`src/hw/mfp_pkg.sv`:
```
// ================================================
// mfp register map, interrupt numbers, fifo default
// and the timer prescaler table
// ================================================
package mfp_pkg;

	// byte-wide register window, five address bits
	typedef logic [4:0] mfp_addr_t;

	localparam mfp_addr_t ADDR_GPIP = 5'h00;
	localparam mfp_addr_t ADDR_AER  = 5'h01;
	localparam mfp_addr_t ADDR_DDR  = 5'h02;
	// "a" halves hold irq 15..8, "b" halves hold irq 7..0
	localparam mfp_addr_t ADDR_IERA = 5'h03;
	localparam mfp_addr_t ADDR_IERB = 5'h04;
	localparam mfp_addr_t ADDR_IPRA = 5'h05;
	localparam mfp_addr_t ADDR_IPRB = 5'h06;
	localparam mfp_addr_t ADDR_ISRA = 5'h07;
	localparam mfp_addr_t ADDR_ISRB = 5'h08;
	localparam mfp_addr_t ADDR_IMRA = 5'h09;
	localparam mfp_addr_t ADDR_IMRB = 5'h0a;
	localparam mfp_addr_t ADDR_VR   = 5'h0b;
	localparam mfp_addr_t ADDR_TACR = 5'h0c;
	localparam mfp_addr_t ADDR_TBCR = 5'h0d;
	localparam mfp_addr_t ADDR_TADR = 5'h0f;
	localparam mfp_addr_t ADDR_TBDR = 5'h10;
	localparam mfp_addr_t ADDR_RSR  = 5'h15;
	localparam mfp_addr_t ADDR_TSR  = 5'h16;
	localparam mfp_addr_t ADDR_UDR  = 5'h17;

	// internal interrupt sources
	localparam int IRQ_TIMER_A  = 13;
	localparam int IRQ_TIMER_B  = 8;
	localparam int IRQ_TX_EMPTY = 10;
	localparam int IRQ_RX_FULL  = 12;

	// interrupt bit per gpio pin, entry 0 is pin 0
	localparam logic [7:0][3:0] GPIP_IRQ_MAP = {
		4'd15, 4'd14, 4'd7, 4'd6, 4'd3, 4'd2, 4'd1, 4'd0
	};

	// default depth of both byte fifos, must be a power of two
	localparam int FIFO_DEPTH_DEF = 4;

	// delay mode divider, mode 0 means stopped
	function automatic logic [7:0] prescale_div(input logic [2:0] mode);
		case (mode)
			3'd1: prescale_div = 8'd4;
			3'd2: prescale_div = 8'd10;
			3'd3: prescale_div = 8'd16;
			3'd4: prescale_div = 8'd50;
			3'd5: prescale_div = 8'd64;
			3'd6: prescale_div = 8'd100;
			3'd7: prescale_div = 8'd200;
			default: prescale_div = 8'd0;
		endcase
	endfunction

endpackage
```
`src/hw/mfp.sv`:
```
// ================================================
// mfp top, control block with timers and fifos
// ================================================
module mfp import mfp_pkg::*; #(
	parameter int FIFO_DEPTH = FIFO_DEPTH_DEF
) (
	input  logic       clk,
	input  logic       reset,
	// cpu bus
	input  logic       sel_i,
	input  logic       ds_i,
	input  logic       rw_i,
	input  mfp_addr_t  addr_i,
	input  logic [7:0] din_i,
	output logic [7:0] dout_o,
	output logic       irq_o,
	input  logic       iack_i,
	// pins and timer inputs
	input  logic [7:0] gpio_i,
	input  logic [1:0] t_i,
	// io controller side
	input  logic       serial_strobe_out_i,
	output logic [7:0] serial_data_out_o,
	output logic       serial_data_out_available_o,
	input  logic       serial_strobe_in_i,
	input  logic [7:0] serial_data_in_i,
	output logic       serial_data_in_full_o
);

	logic       ta_ctrl_we;
	logic       ta_dat_we;
	logic [7:0] ta_dat;
	logic [3:0] ta_ctrl;
	logic       ta_done;
	logic       tb_ctrl_we;
	logic       tb_dat_we;
	logic [7:0] tb_dat;
	logic [3:0] tb_ctrl;
	logic       tb_done;
	logic       tx_push;
	logic       tx_full;
	logic       rx_pop;
	logic [7:0] rx_data;
	logic       rx_avail;

	mfp_regs u_regs (
		.clk          (clk),
		.reset        (reset),
		.sel_i        (sel_i),
		.ds_i         (ds_i),
		.rw_i         (rw_i),
		.addr_i       (addr_i),
		.din_i        (din_i),
		.dout_o       (dout_o),
		.irq_o        (irq_o),
		.iack_i       (iack_i),
		.gpio_i       (gpio_i),
		.ta_ctrl_we_o (ta_ctrl_we),
		.ta_dat_we_o  (ta_dat_we),
		.ta_dat_i     (ta_dat),
		.ta_ctrl_i    (ta_ctrl),
		.ta_done_i    (ta_done),
		.tb_ctrl_we_o (tb_ctrl_we),
		.tb_dat_we_o  (tb_dat_we),
		.tb_dat_i     (tb_dat),
		.tb_ctrl_i    (tb_ctrl),
		.tb_done_i    (tb_done),
		.tx_push_o    (tx_push),
		.tx_full_i    (tx_full),
		.rx_pop_o     (rx_pop),
		.rx_data_i    (rx_data),
		.rx_avail_i   (rx_avail)
	);

	// timer a counts events on t_i[0], timer b on t_i[1]
	mfp_timer timer_a (
		.clk       (clk),
		.reset     (reset),
		.ctrl_we_i (ta_ctrl_we),
		.dat_we_i  (ta_dat_we),
		.din_i     (din_i),
		.t_i       (t_i[0]),
		.dat_o     (ta_dat),
		.ctrl_o    (ta_ctrl),
		.done_o    (ta_done)
	);

	mfp_timer timer_b (
		.clk       (clk),
		.reset     (reset),
		.ctrl_we_i (tb_ctrl_we),
		.dat_we_i  (tb_dat_we),
		.din_i     (din_i),
		.t_i       (t_i[1]),
		.dat_o     (tb_dat),
		.ctrl_o    (tb_ctrl),
		.done_o    (tb_done)
	);

	// cpu writes udr, io controller drains
	io_fifo #(.FIFO_DEPTH(FIFO_DEPTH)) tx_fifo (
		.clk     (clk),
		.reset   (reset),
		.push_i  (tx_push),
		.din_i   (din_i),
		.pop_i   (serial_strobe_out_i),
		.dout_o  (serial_data_out_o),
		.full_o  (tx_full),
		.avail_o (serial_data_out_available_o)
	);

	// io controller fills, cpu reads udr
	io_fifo #(.FIFO_DEPTH(FIFO_DEPTH)) rx_fifo (
		.clk     (clk),
		.reset   (reset),
		.push_i  (serial_strobe_in_i),
		.din_i   (serial_data_in_i),
		.pop_i   (rx_pop),
		.dout_o  (rx_data),
		.full_o  (serial_data_in_full_o),
		.avail_o (rx_avail)
	);

endmodule

```
`src/hw/mfp_regs.sv`:
```
// ================================================
// cpu registers, interrupt controller, edge logic
// and read mux of the mfp
// ================================================
module mfp_regs import mfp_pkg::*; (
	input  logic       clk,
	input  logic       reset,
	input  logic       sel_i,
	input  logic       ds_i,
	input  logic       rw_i,
	input  mfp_addr_t  addr_i,
	input  logic [7:0] din_i,
	output logic [7:0] dout_o,
	output logic       irq_o,
	input  logic       iack_i,
	input  logic [7:0] gpio_i,
	// timer a
	output logic       ta_ctrl_we_o,
	output logic       ta_dat_we_o,
	input  logic [7:0] ta_dat_i,
	input  logic [3:0] ta_ctrl_i,
	input  logic       ta_done_i,
	// timer b
	output logic       tb_ctrl_we_o,
	output logic       tb_dat_we_o,
	input  logic [7:0] tb_dat_i,
	input  logic [3:0] tb_ctrl_i,
	input  logic       tb_done_i,
	// fifos
	output logic       tx_push_o,
	input  logic       tx_full_i,
	output logic       rx_pop_o,
	input  logic [7:0] rx_data_i,
	input  logic       rx_avail_i
);

	logic [7:0]  gpip;
	logic [7:0]  aer;
	logic [7:0]  ddr;
	logic [15:0] ier;
	logic [15:0] ipr;
	logic [15:0] imr;
	logic [15:0] isr;
	logic [7:0]  vr;
	// usart control bits, stored only
	logic [1:0]  rx_ctrl;
	logic [3:0]  tx_ctrl;
	// pin edge pipeline after aer
	logic [7:0]  edge_d1;
	logic [7:0]  edge_d2;
	logic        tx_nf_q;
	logic        rx_av_q;
	logic        iack_q;
	// vector frozen while iack is high
	logic [7:0]  irq_vec;
	logic [15:0] pend_map;
	logic [3:0]  pend_num;
	logic        pend_any;
	logic [3:0]  isr_num;
	logic        wr;
	logic        rd;

	assign wr = sel_i && !ds_i && !rw_i;
	assign rd = sel_i && !ds_i && rw_i;

	// strobes to the datapath blocks
	assign ta_ctrl_we_o = wr && (addr_i == ADDR_TACR);
	assign tb_ctrl_we_o = wr && (addr_i == ADDR_TBCR);
	assign ta_dat_we_o  = wr && (addr_i == ADDR_TADR);
	assign tb_dat_we_o  = wr && (addr_i == ADDR_TBDR);
	assign tx_push_o    = wr && (addr_i == ADDR_UDR);
	assign rx_pop_o     = rd && (addr_i == ADDR_UDR);

	assign pend_map = ipr & imr;

	mfp_prio u_pend_prio (
		.map_i (pend_map),
		.num_o (pend_num),
		.any_o (pend_any)
	);

	// empty isr yields 0, same as in-service level 0
	mfp_prio u_isr_prio (
		.map_i (isr),
		.num_o (isr_num),
		.any_o ()
	);

	// request only at or above the level in service
	assign irq_o = pend_any && (pend_num >= isr_num);

	always_ff @(posedge clk) begin
		if (!iack_i)
			irq_vec <= {vr[7:4], pend_num};
	end

	always_ff @(posedge clk) begin
		if (reset) begin
			gpip    <= 8'd0;
			aer     <= 8'd0;
			ddr     <= 8'd0;
			ier     <= 16'd0;
			ipr     <= 16'd0;
			imr     <= 16'd0;
			isr     <= 16'd0;
			vr      <= 8'd0;
			rx_ctrl <= 2'd0;
			tx_ctrl <= 4'd0;
			edge_d1 <= 8'd0;
			edge_d2 <= 8'd0;
			tx_nf_q <= 1'b0;
			rx_av_q <= 1'b0;
			iack_q  <= 1'b0;
		end else begin
			edge_d1 <= gpio_i ^ aer;
			edge_d2 <= edge_d1;
			tx_nf_q <= !tx_full_i;
			rx_av_q <= rx_avail_i;
			iack_q  <= iack_i;

			// first cycle of acknowledge, move the winner out of ipr
			if (iack_i && !iack_q) begin
				ipr[pend_num] <= 1'b0;
				// software end of interrupt mode
				if (vr[3])
					isr[pend_num] <= 1'b1;
			end

			if (ta_done_i && ier[IRQ_TIMER_A])
				ipr[IRQ_TIMER_A] <= 1'b1;
			if (tb_done_i && ier[IRQ_TIMER_B])
				ipr[IRQ_TIMER_B] <= 1'b1;

			// falling edge after aer, so aer=1 catches rising pins
			for (int i = 0; i < 8; i++) begin
				if (edge_d2[i] && !edge_d1[i] && ier[GPIP_IRQ_MAP[i]])
					ipr[GPIP_IRQ_MAP[i]] <= 1'b1;
			end

			// tx fifo has room again, rx fifo got data
			if (!tx_nf_q && !tx_full_i && ier[IRQ_TX_EMPTY])
				ipr[IRQ_TX_EMPTY] <= 1'b1;
			if (!rx_av_q && rx_avail_i && ier[IRQ_RX_FULL])
				ipr[IRQ_RX_FULL] <= 1'b1;

			// bus writes come last and override the sources
			if (wr) begin
				case (addr_i)
					ADDR_GPIP: gpip <= din_i;
					ADDR_AER:  aer  <= din_i;
					ADDR_DDR:  ddr  <= din_i;
					ADDR_IERA: begin
						ier[15:8] <= din_i;
						ipr[15:8] <= ipr[15:8] & din_i;
					end
					ADDR_IERB: begin
						ier[7:0] <= din_i;
						ipr[7:0] <= ipr[7:0] & din_i;
					end
					// zero bits clear, one bits keep
					ADDR_IPRA: ipr[15:8] <= ipr[15:8] & din_i;
					ADDR_IPRB: ipr[7:0]  <= ipr[7:0] & din_i;
					ADDR_ISRA: isr[15:8] <= isr[15:8] & din_i;
					ADDR_ISRB: isr[7:0]  <= isr[7:0] & din_i;
					ADDR_IMRA: imr[15:8] <= din_i;
					ADDR_IMRB: imr[7:0]  <= din_i;
					ADDR_VR:   vr        <= din_i;
					ADDR_RSR:  rx_ctrl   <= din_i[1:0];
					ADDR_TSR:  tx_ctrl   <= din_i[3:0];
					default: ;
				endcase
			end
		end
	end

	// read mux, vector output during acknowledge
	always_comb begin
		dout_o = 8'd0;
		if (rd) begin
			case (addr_i)
				// ddr bit set means pin is an output
				ADDR_GPIP: dout_o = (gpio_i & ~ddr) | (gpip & ddr);
				ADDR_AER:  dout_o = aer;
				ADDR_DDR:  dout_o = ddr;
				ADDR_IERA: dout_o = ier[15:8];
				ADDR_IERB: dout_o = ier[7:0];
				ADDR_IPRA: dout_o = ipr[15:8];
				ADDR_IPRB: dout_o = ipr[7:0];
				ADDR_ISRA: dout_o = isr[15:8];
				ADDR_ISRB: dout_o = isr[7:0];
				ADDR_IMRA: dout_o = imr[15:8];
				ADDR_IMRB: dout_o = imr[7:0];
				ADDR_VR:   dout_o = vr;
				ADDR_TACR: dout_o = {4'd0, ta_ctrl_i};
				ADDR_TBCR: dout_o = {4'd0, tb_ctrl_i};
				ADDR_TADR: dout_o = ta_dat_i;
				ADDR_TBDR: dout_o = tb_dat_i;
				ADDR_RSR:  dout_o = {rx_avail_i, 5'd0, rx_ctrl};
				// buffer empty bit reads as "fifo not full"
				ADDR_TSR:  dout_o = {!tx_full_i, 3'd0, tx_ctrl};
				ADDR_UDR:  dout_o = rx_data_i;
				default:   dout_o = 8'd0;
			endcase
		end else if (iack_i) begin
			dout_o = irq_vec;
		end
	end

endmodule

```
`src/hw/io_fifo.sv`:
```
// ================================================
// synchronous byte fifo with full and avail flags
// ================================================
module io_fifo import mfp_pkg::*; #(
	parameter int FIFO_DEPTH = FIFO_DEPTH_DEF
) (
	input  logic       clk,
	input  logic       reset,
	input  logic       push_i,
	input  logic [7:0] din_i,
	input  logic       pop_i,
	output logic [7:0] dout_o,
	output logic       full_o,
	output logic       avail_o
);

	localparam int AW = $clog2(FIFO_DEPTH);

	logic [7:0]    mem [FIFO_DEPTH];
	logic [AW-1:0] wr_ptr;
	logic [AW-1:0] rd_ptr;
	// occupancy, one bit wider than the pointers
	logic [AW:0]   cnt;
	logic          do_push;
	logic          do_pop;

	assign full_o  = (cnt == FIFO_DEPTH[AW:0]);
	assign avail_o = (cnt != '0);

	// push into full and pop from empty are dropped here
	assign do_push = push_i && !full_o;
	assign do_pop  = pop_i && avail_o;

	// head of the queue, no read latency
	assign dout_o = mem[rd_ptr];

	always_ff @(posedge clk) begin
		if (do_push)
			mem[wr_ptr] <= din_i;
	end

	always_ff @(posedge clk) begin
		if (reset) begin
			wr_ptr <= '0;
			rd_ptr <= '0;
			cnt    <= '0;
		end else begin
			// pointers wrap naturally at the power of two
			if (do_push)
				wr_ptr <= wr_ptr + 1'b1;
			if (do_pop)
				rd_ptr <= rd_ptr + 1'b1;

			if (do_push && !do_pop)
				cnt <= cnt + 1'b1;
			else if (do_pop && !do_push)
				cnt <= cnt - 1'b1;
		end
	end

endmodule

```
`src/hw/mfp_timer.sv`:
```
// ================================================
// 8-bit down counting timer, delay and event modes
// ================================================
module mfp_timer import mfp_pkg::*; (
	input  logic       clk,
	input  logic       reset,
	input  logic       ctrl_we_i,
	input  logic       dat_we_i,
	input  logic [7:0] din_i,
	input  logic       t_i,
	output logic [7:0] dat_o,
	output logic [3:0] ctrl_o,
	output logic       done_o
);

	logic [3:0] ctrl;
	logic [7:0] reload;
	logic [7:0] count;
	logic [7:0] presc;
	logic [7:0] div;
	// timer input sampled twice for edge detection
	logic       t_q;
	logic       t_qq;
	logic       delay_mode;
	logic       event_mode;
	logic       stopped;
	logic       tick;
	logic       cnt_en;

	// modes 1..7 divide the system clock, mode 8 counts t_i edges
	assign delay_mode = (ctrl[3] == 1'b0) && (ctrl[2:0] != 3'd0);
	assign event_mode = (ctrl == 4'd8);
	// anything else leaves the counter alone
	assign stopped    = !delay_mode && !event_mode;

	assign div    = prescale_div(ctrl[2:0]);
	assign tick   = delay_mode && (presc == div - 8'd1);
	assign cnt_en = tick || (event_mode && t_q && !t_qq);

	assign dat_o  = count;
	assign ctrl_o = ctrl;

	// reload value, written by the cpu only
	always_ff @(posedge clk) begin
		if (dat_we_i)
			reload <= din_i;
	end

	always_ff @(posedge clk) begin
		if (reset) begin
			ctrl   <= 4'd0;
			count  <= 8'd0;
			presc  <= 8'd0;
			t_q    <= 1'b0;
			t_qq   <= 1'b0;
			done_o <= 1'b0;
		end else begin
			t_q    <= t_i;
			t_qq   <= t_q;
			done_o <= 1'b0;

			// new mode restarts the prescaler
			if (ctrl_we_i) begin
				ctrl  <= din_i[3:0];
				presc <= 8'd0;
			end else if (tick || !delay_mode) begin
				presc <= 8'd0;
			end else begin
				presc <= presc + 8'd1;
			end

			// a stopped counter follows data writes directly
			if (dat_we_i && stopped) begin
				count <= din_i;
			end else if (cnt_en) begin
				if (count == 8'd1) begin
					count  <= reload;
					done_o <= 1'b1;
				end else begin
					// 0 wraps to 255, so reload 0 gives 256 counts
					count <= count - 8'd1;
				end
			end
		end
	end

endmodule

```
`src/hw/mfp_prio.sv`:
```
// ================================================
// highest set bit of a 16-bit interrupt map
// ================================================
module mfp_prio (
	input  logic [15:0] map_i,
	output logic [3:0]  num_o,
	output logic        any_o
);

	assign any_o = |map_i;

	// scan upwards so the highest set bit wins
	always_comb begin
		num_o = 4'd0;
		for (int i = 0; i < 16; i++) begin
			if (map_i[i])
				num_o = i[3:0];
		end
	end

endmodule

```
`config.mk`:
```
export PLATFORM = sky130hd
export DESIGN_NAME = mfp
export DESIGN_NICKNAME = d
export VERILOG_FILES = /design/src/hw/mfp_pkg.sv /design/src/hw/mfp.sv /design/src/hw/mfp_regs.sv /design/src/hw/io_fifo.sv /design/src/hw/mfp_timer.sv /design/src/hw/mfp_prio.sv
export SDC_FILE = /design/constraint.sdc
export NUM_CORES = 1
export LEC_CHECK = 0
export BUFFER_PORTS_ARGS = -buffer_cell sky130_fd_sc_hd__buf_2
export CAP_MARGIN = 10
export CORE_MARGIN = 5
export CORE_UTILIZATION = 59
export CTS_CLUSTER_SIZE = 30
export DETAILED_ROUTE_END_ITERATION = 8
export PLACE_DENSITY = 0.75
export SYNTH_ARGS = -nofsm -noshare
export SYNTH_HDL_FRONTEND = slang
export SYNTH_SLANG_ARGS = --single-unit
```
`constraint.sdc`:
```
create_clock -name clk -period 4.15 [get_ports clk]
set_clock_uncertainty 0.15 [all_clocks]
set_input_delay 0.83 -clock clk [delete_from_list [all_inputs] [get_ports clk]]
set_output_delay 0.83 -clock clk [all_outputs]
set_load 0.05 [all_outputs]
```
==> results.json <==
{
  "antenna_cells": 0,
  "port_buffers": 57,
  "cts_tree": "yes",
  "multi_input_area_um2": 6530,
  "ys_seq_area_share_pct": 47.6,
  "final_cells": 1794,
  "die_area_um2": 25700,
  "fin_crit_sh_pct": 97.8,
  "ant_nets": 0,
  "clk_latency_ps": 550,
  "drt_pre_antenna_iters": 6,
  "cts_made_buffers": 29,
  "final_cell_mix": "dfxtp_1, nand2_1, nor2_1, a21oi_1, edfxtp_1",
  "syn_inst": 1436,
  "routedWlPerCell_um": 23.2,
  "tightest_slew_ps": 949,
  "cts.clk_slew.worst_paths_ps": 60,
  "dp_hpwl_um": 28900,
  "crit_fanout": 5,
  "drv_slew": 0,
  "end_kind": "output port",
  "fin_tns_setup_ps": 0,
  "drive_gt1_share_pct": 14.3,
  "grt_pass1_vias": 10900,
  "postSynth.asyncResetShare_pct": 0,
  "vdd_drop_max_mv": 0.360,
  "min_path_type": "reg -> reg",
  "vias_per_cell": 6.46,
  "synth_nets": 1499,
  "pin_count": 58,
  "post-route-drc-count": 0,
  "yosys_warnings": 0,
  "hold_viol": 0,
  "yosysTopAreaCell": "dfxtp_1",
  "grt_max_degree": 126,
  "timing.critical_path.buf_inv": 1,
  "fin_nets": 1549,
  "crit_required_ps": 3170,
  "antenna_found_initial": 1,
  "gp_congestion": 1.04,
  "regArea_um2": 6360,
  "p_per_area_nw_per_um2": 423,
  "num-fill-cells": 1780,
  "crit_type": "reg -> out",
  "maxCapViolations": 0,
  "wl_um": 41600,
  "layout_commonest_cell": "dfxtp_1",
  "cp.arrival_ps": 3080,
  "area_delta_synth_final_pct": 14.1,
  "clockBufferDepth": 3,
  "slew_headroom_pct": 36.3,
  "cp-start-kind": "register",
  "cts_hold_buffers": 0,
  "fmax_ghz": 0.246,
  "ys_ff_latch": 273,
  "syn_area_um2": 13300,
  "core_region_area_um2": 22400,
  "crit_top_cell": "a21o_1",
  "initialDrtViolationCount": 1649,
  "finalCoreUtilization_pct": 67.7,
  "die_y_um": 160,
  "fin_crit_ps": 4060,
  "ys_types": 75,
  "clock-sinks": 273,
  "dp_cells": 1722,
  "critPathSlowestCell": "dfxtp_4",
  "htree_levels": 1,
  "rsz0062_at_grt": "false",
  "cp_cell_sequence": "nand2_1 > a32o_1 > a22o_1 > a31o_4 > and2_4 > a21oi_4 > ha_4 > nand2b_1 > a21o_1 > a21o_1 > a21oi_1 > a31oi_1 > buf_4",
  "synth_top_area_share_pct": 27.8,
  "grt_pass1_wl_um": 63200,
  "vias": 11600,
  "initial_core_util_pct": 59.4,
  "synth_ff_type": "dfxtp_1",
  "cp_top_family": "compound AO/OA/AOI/OAI gates",
  "synth.avg_cell_area_um2": 9.28,
  "synth_edf_count": 88,
  "gr-total-overflow": 0,
  "grt_use_total_pct": 31.4,
  "p_leak_nw": 5.43,
  "setup_viol": 0,
  "dieWidth_um": 160,
  "status": "finished clean",
  "rows": 55,
  "clock-root-buffer": "clkbuf_16",
  "slowest_delay_ps": 360,
  "synth_area_leaders": "dfxtp_1, edfxtp_1, nand2_1, a21oi_1, nor2_1"
}
[power by group]
group          leakage (nW)  internal, mW  switching [mW]
Clock                 0.534          1.78            1.08
Sequential             2.31          2.84          0.0696
Combinational          2.59         0.218           0.451
Total                  5.43          4.83            1.60
[cells in the mapped netlist (5+ instances only)]
library cell / number
nor2_1: 144
a32oi_1: 11
nand2b_1: 21
ha_1: 22
or3_1: 11
and3_1: 6
nor2b_1: 21
nor3_1: 50
nand2_1: 164
nand4_1: 21
and3b_1: 5
o31ai_1: 5
buf_1: 17
nor4_1: 16
a221oi_1: 11
o211ai_1: 9
a211oi_1: 5
dfxtp_1: 185
nand3_1: 86
clkbuf_1: 70
mux2i_1: 43
xor2_1: 23
a21oi_1: 115
inv_1: 32
nor3b_1: 7
buf_2: 6
xnor2_1: 28
or4_1: 5
nand3b_1: 6
mux4_2: 16
and2_1: 11
o21ai_0: 42
a22oi_1: 23
edfxtp_1: 88
a31oi_1: 12
mux2_2: 11
[flip-flops by register name, indices dropped and copies added (netlist names), 16 cells and up, named ones only]
| name | count |
|---|---|
| rx_fifo.mem | 32 |
| tx_fifo.mem | 32 |
| u_regs.ier | 16 |
| u_regs.imr | 16 |
| u_regs.ipr | 16 |
| u_regs.isr | 16 |
[worst paths after layout]
kind | start | end | slack, ps | depth (start not counted)
worst max-delay path | u_regs.imr[2] | irq_o | 90 | 13
worst min-delay path | u_regs.edge_d1[1] | u_regs.edge_d2[1] | 310 | 1
worst max register to register | timer_a.ctrl_o[1] | timer_a.dat_o[1] | 500 | 11
worst min register to register | u_regs.edge_d1[1] | u_regs.edge_d2[1] | 310 | 1
[per-stage QoR]
step / area [um^2] / power [mW] / hold slack (ps) / setup WS [ps]
final: 15200 / 6.43 / 307 / 92.4
after global routing: 15200 / 6.64 / 319 / 4.24
after CTS: 15100 / 6.46 / 306 / 8.66
after detailed placement: 13900 / 3.63 / 296 / 242
after global placement: 13900 / 3.62 / 285 / 325
after floorplan: 13300 / 3.42 / 278 / 129
[final cells by class]
type                    count  share of cell area [%]
well taps                 285                    2.35
repair buffers            115                    4.94
clock inverters            14                    1.37
multi-input cells        1035                    43.0
inverters                  32                   0.791
clock buffers              40                    5.72
flip-flops and latches    273                    41.8
[layer usage]
| metal | up-vias | routed length (um) | global-route usage (%) |
|---|---|---|---|
| met4 | 2 | 2610 | 17.1 |
| met3 | 178 | 4250 | 6.43 |
| met1 | 5473 | 16100 | 40.7 |
| li1 | 5311 | - | - |
| met2 | 634 | 18600 | 49.4 |
| met5 | - | 12 | 0 |
[logic make-up after synthesis]
group           count (synthesis)  share of synthesized area [%]
xor+xnor                       51                           3.35
buf+inv                       128                           3.75
compound gates                288                           13.9
flops                         273                           47.6
simple gates                  602                           22.1
fa+ha+maj                      24                           2.37
mux                            70                           6.87
[what timing repair did]
item | CTS | global route
gates resized for setup | 5 | 8
setup endpoints to repair | 1 | 1
pin swaps | 1 | 7
buffers inserted | 12 | 6
cloned | 0 | 0
Note: power is estimated with default switching activity, not from simulation.
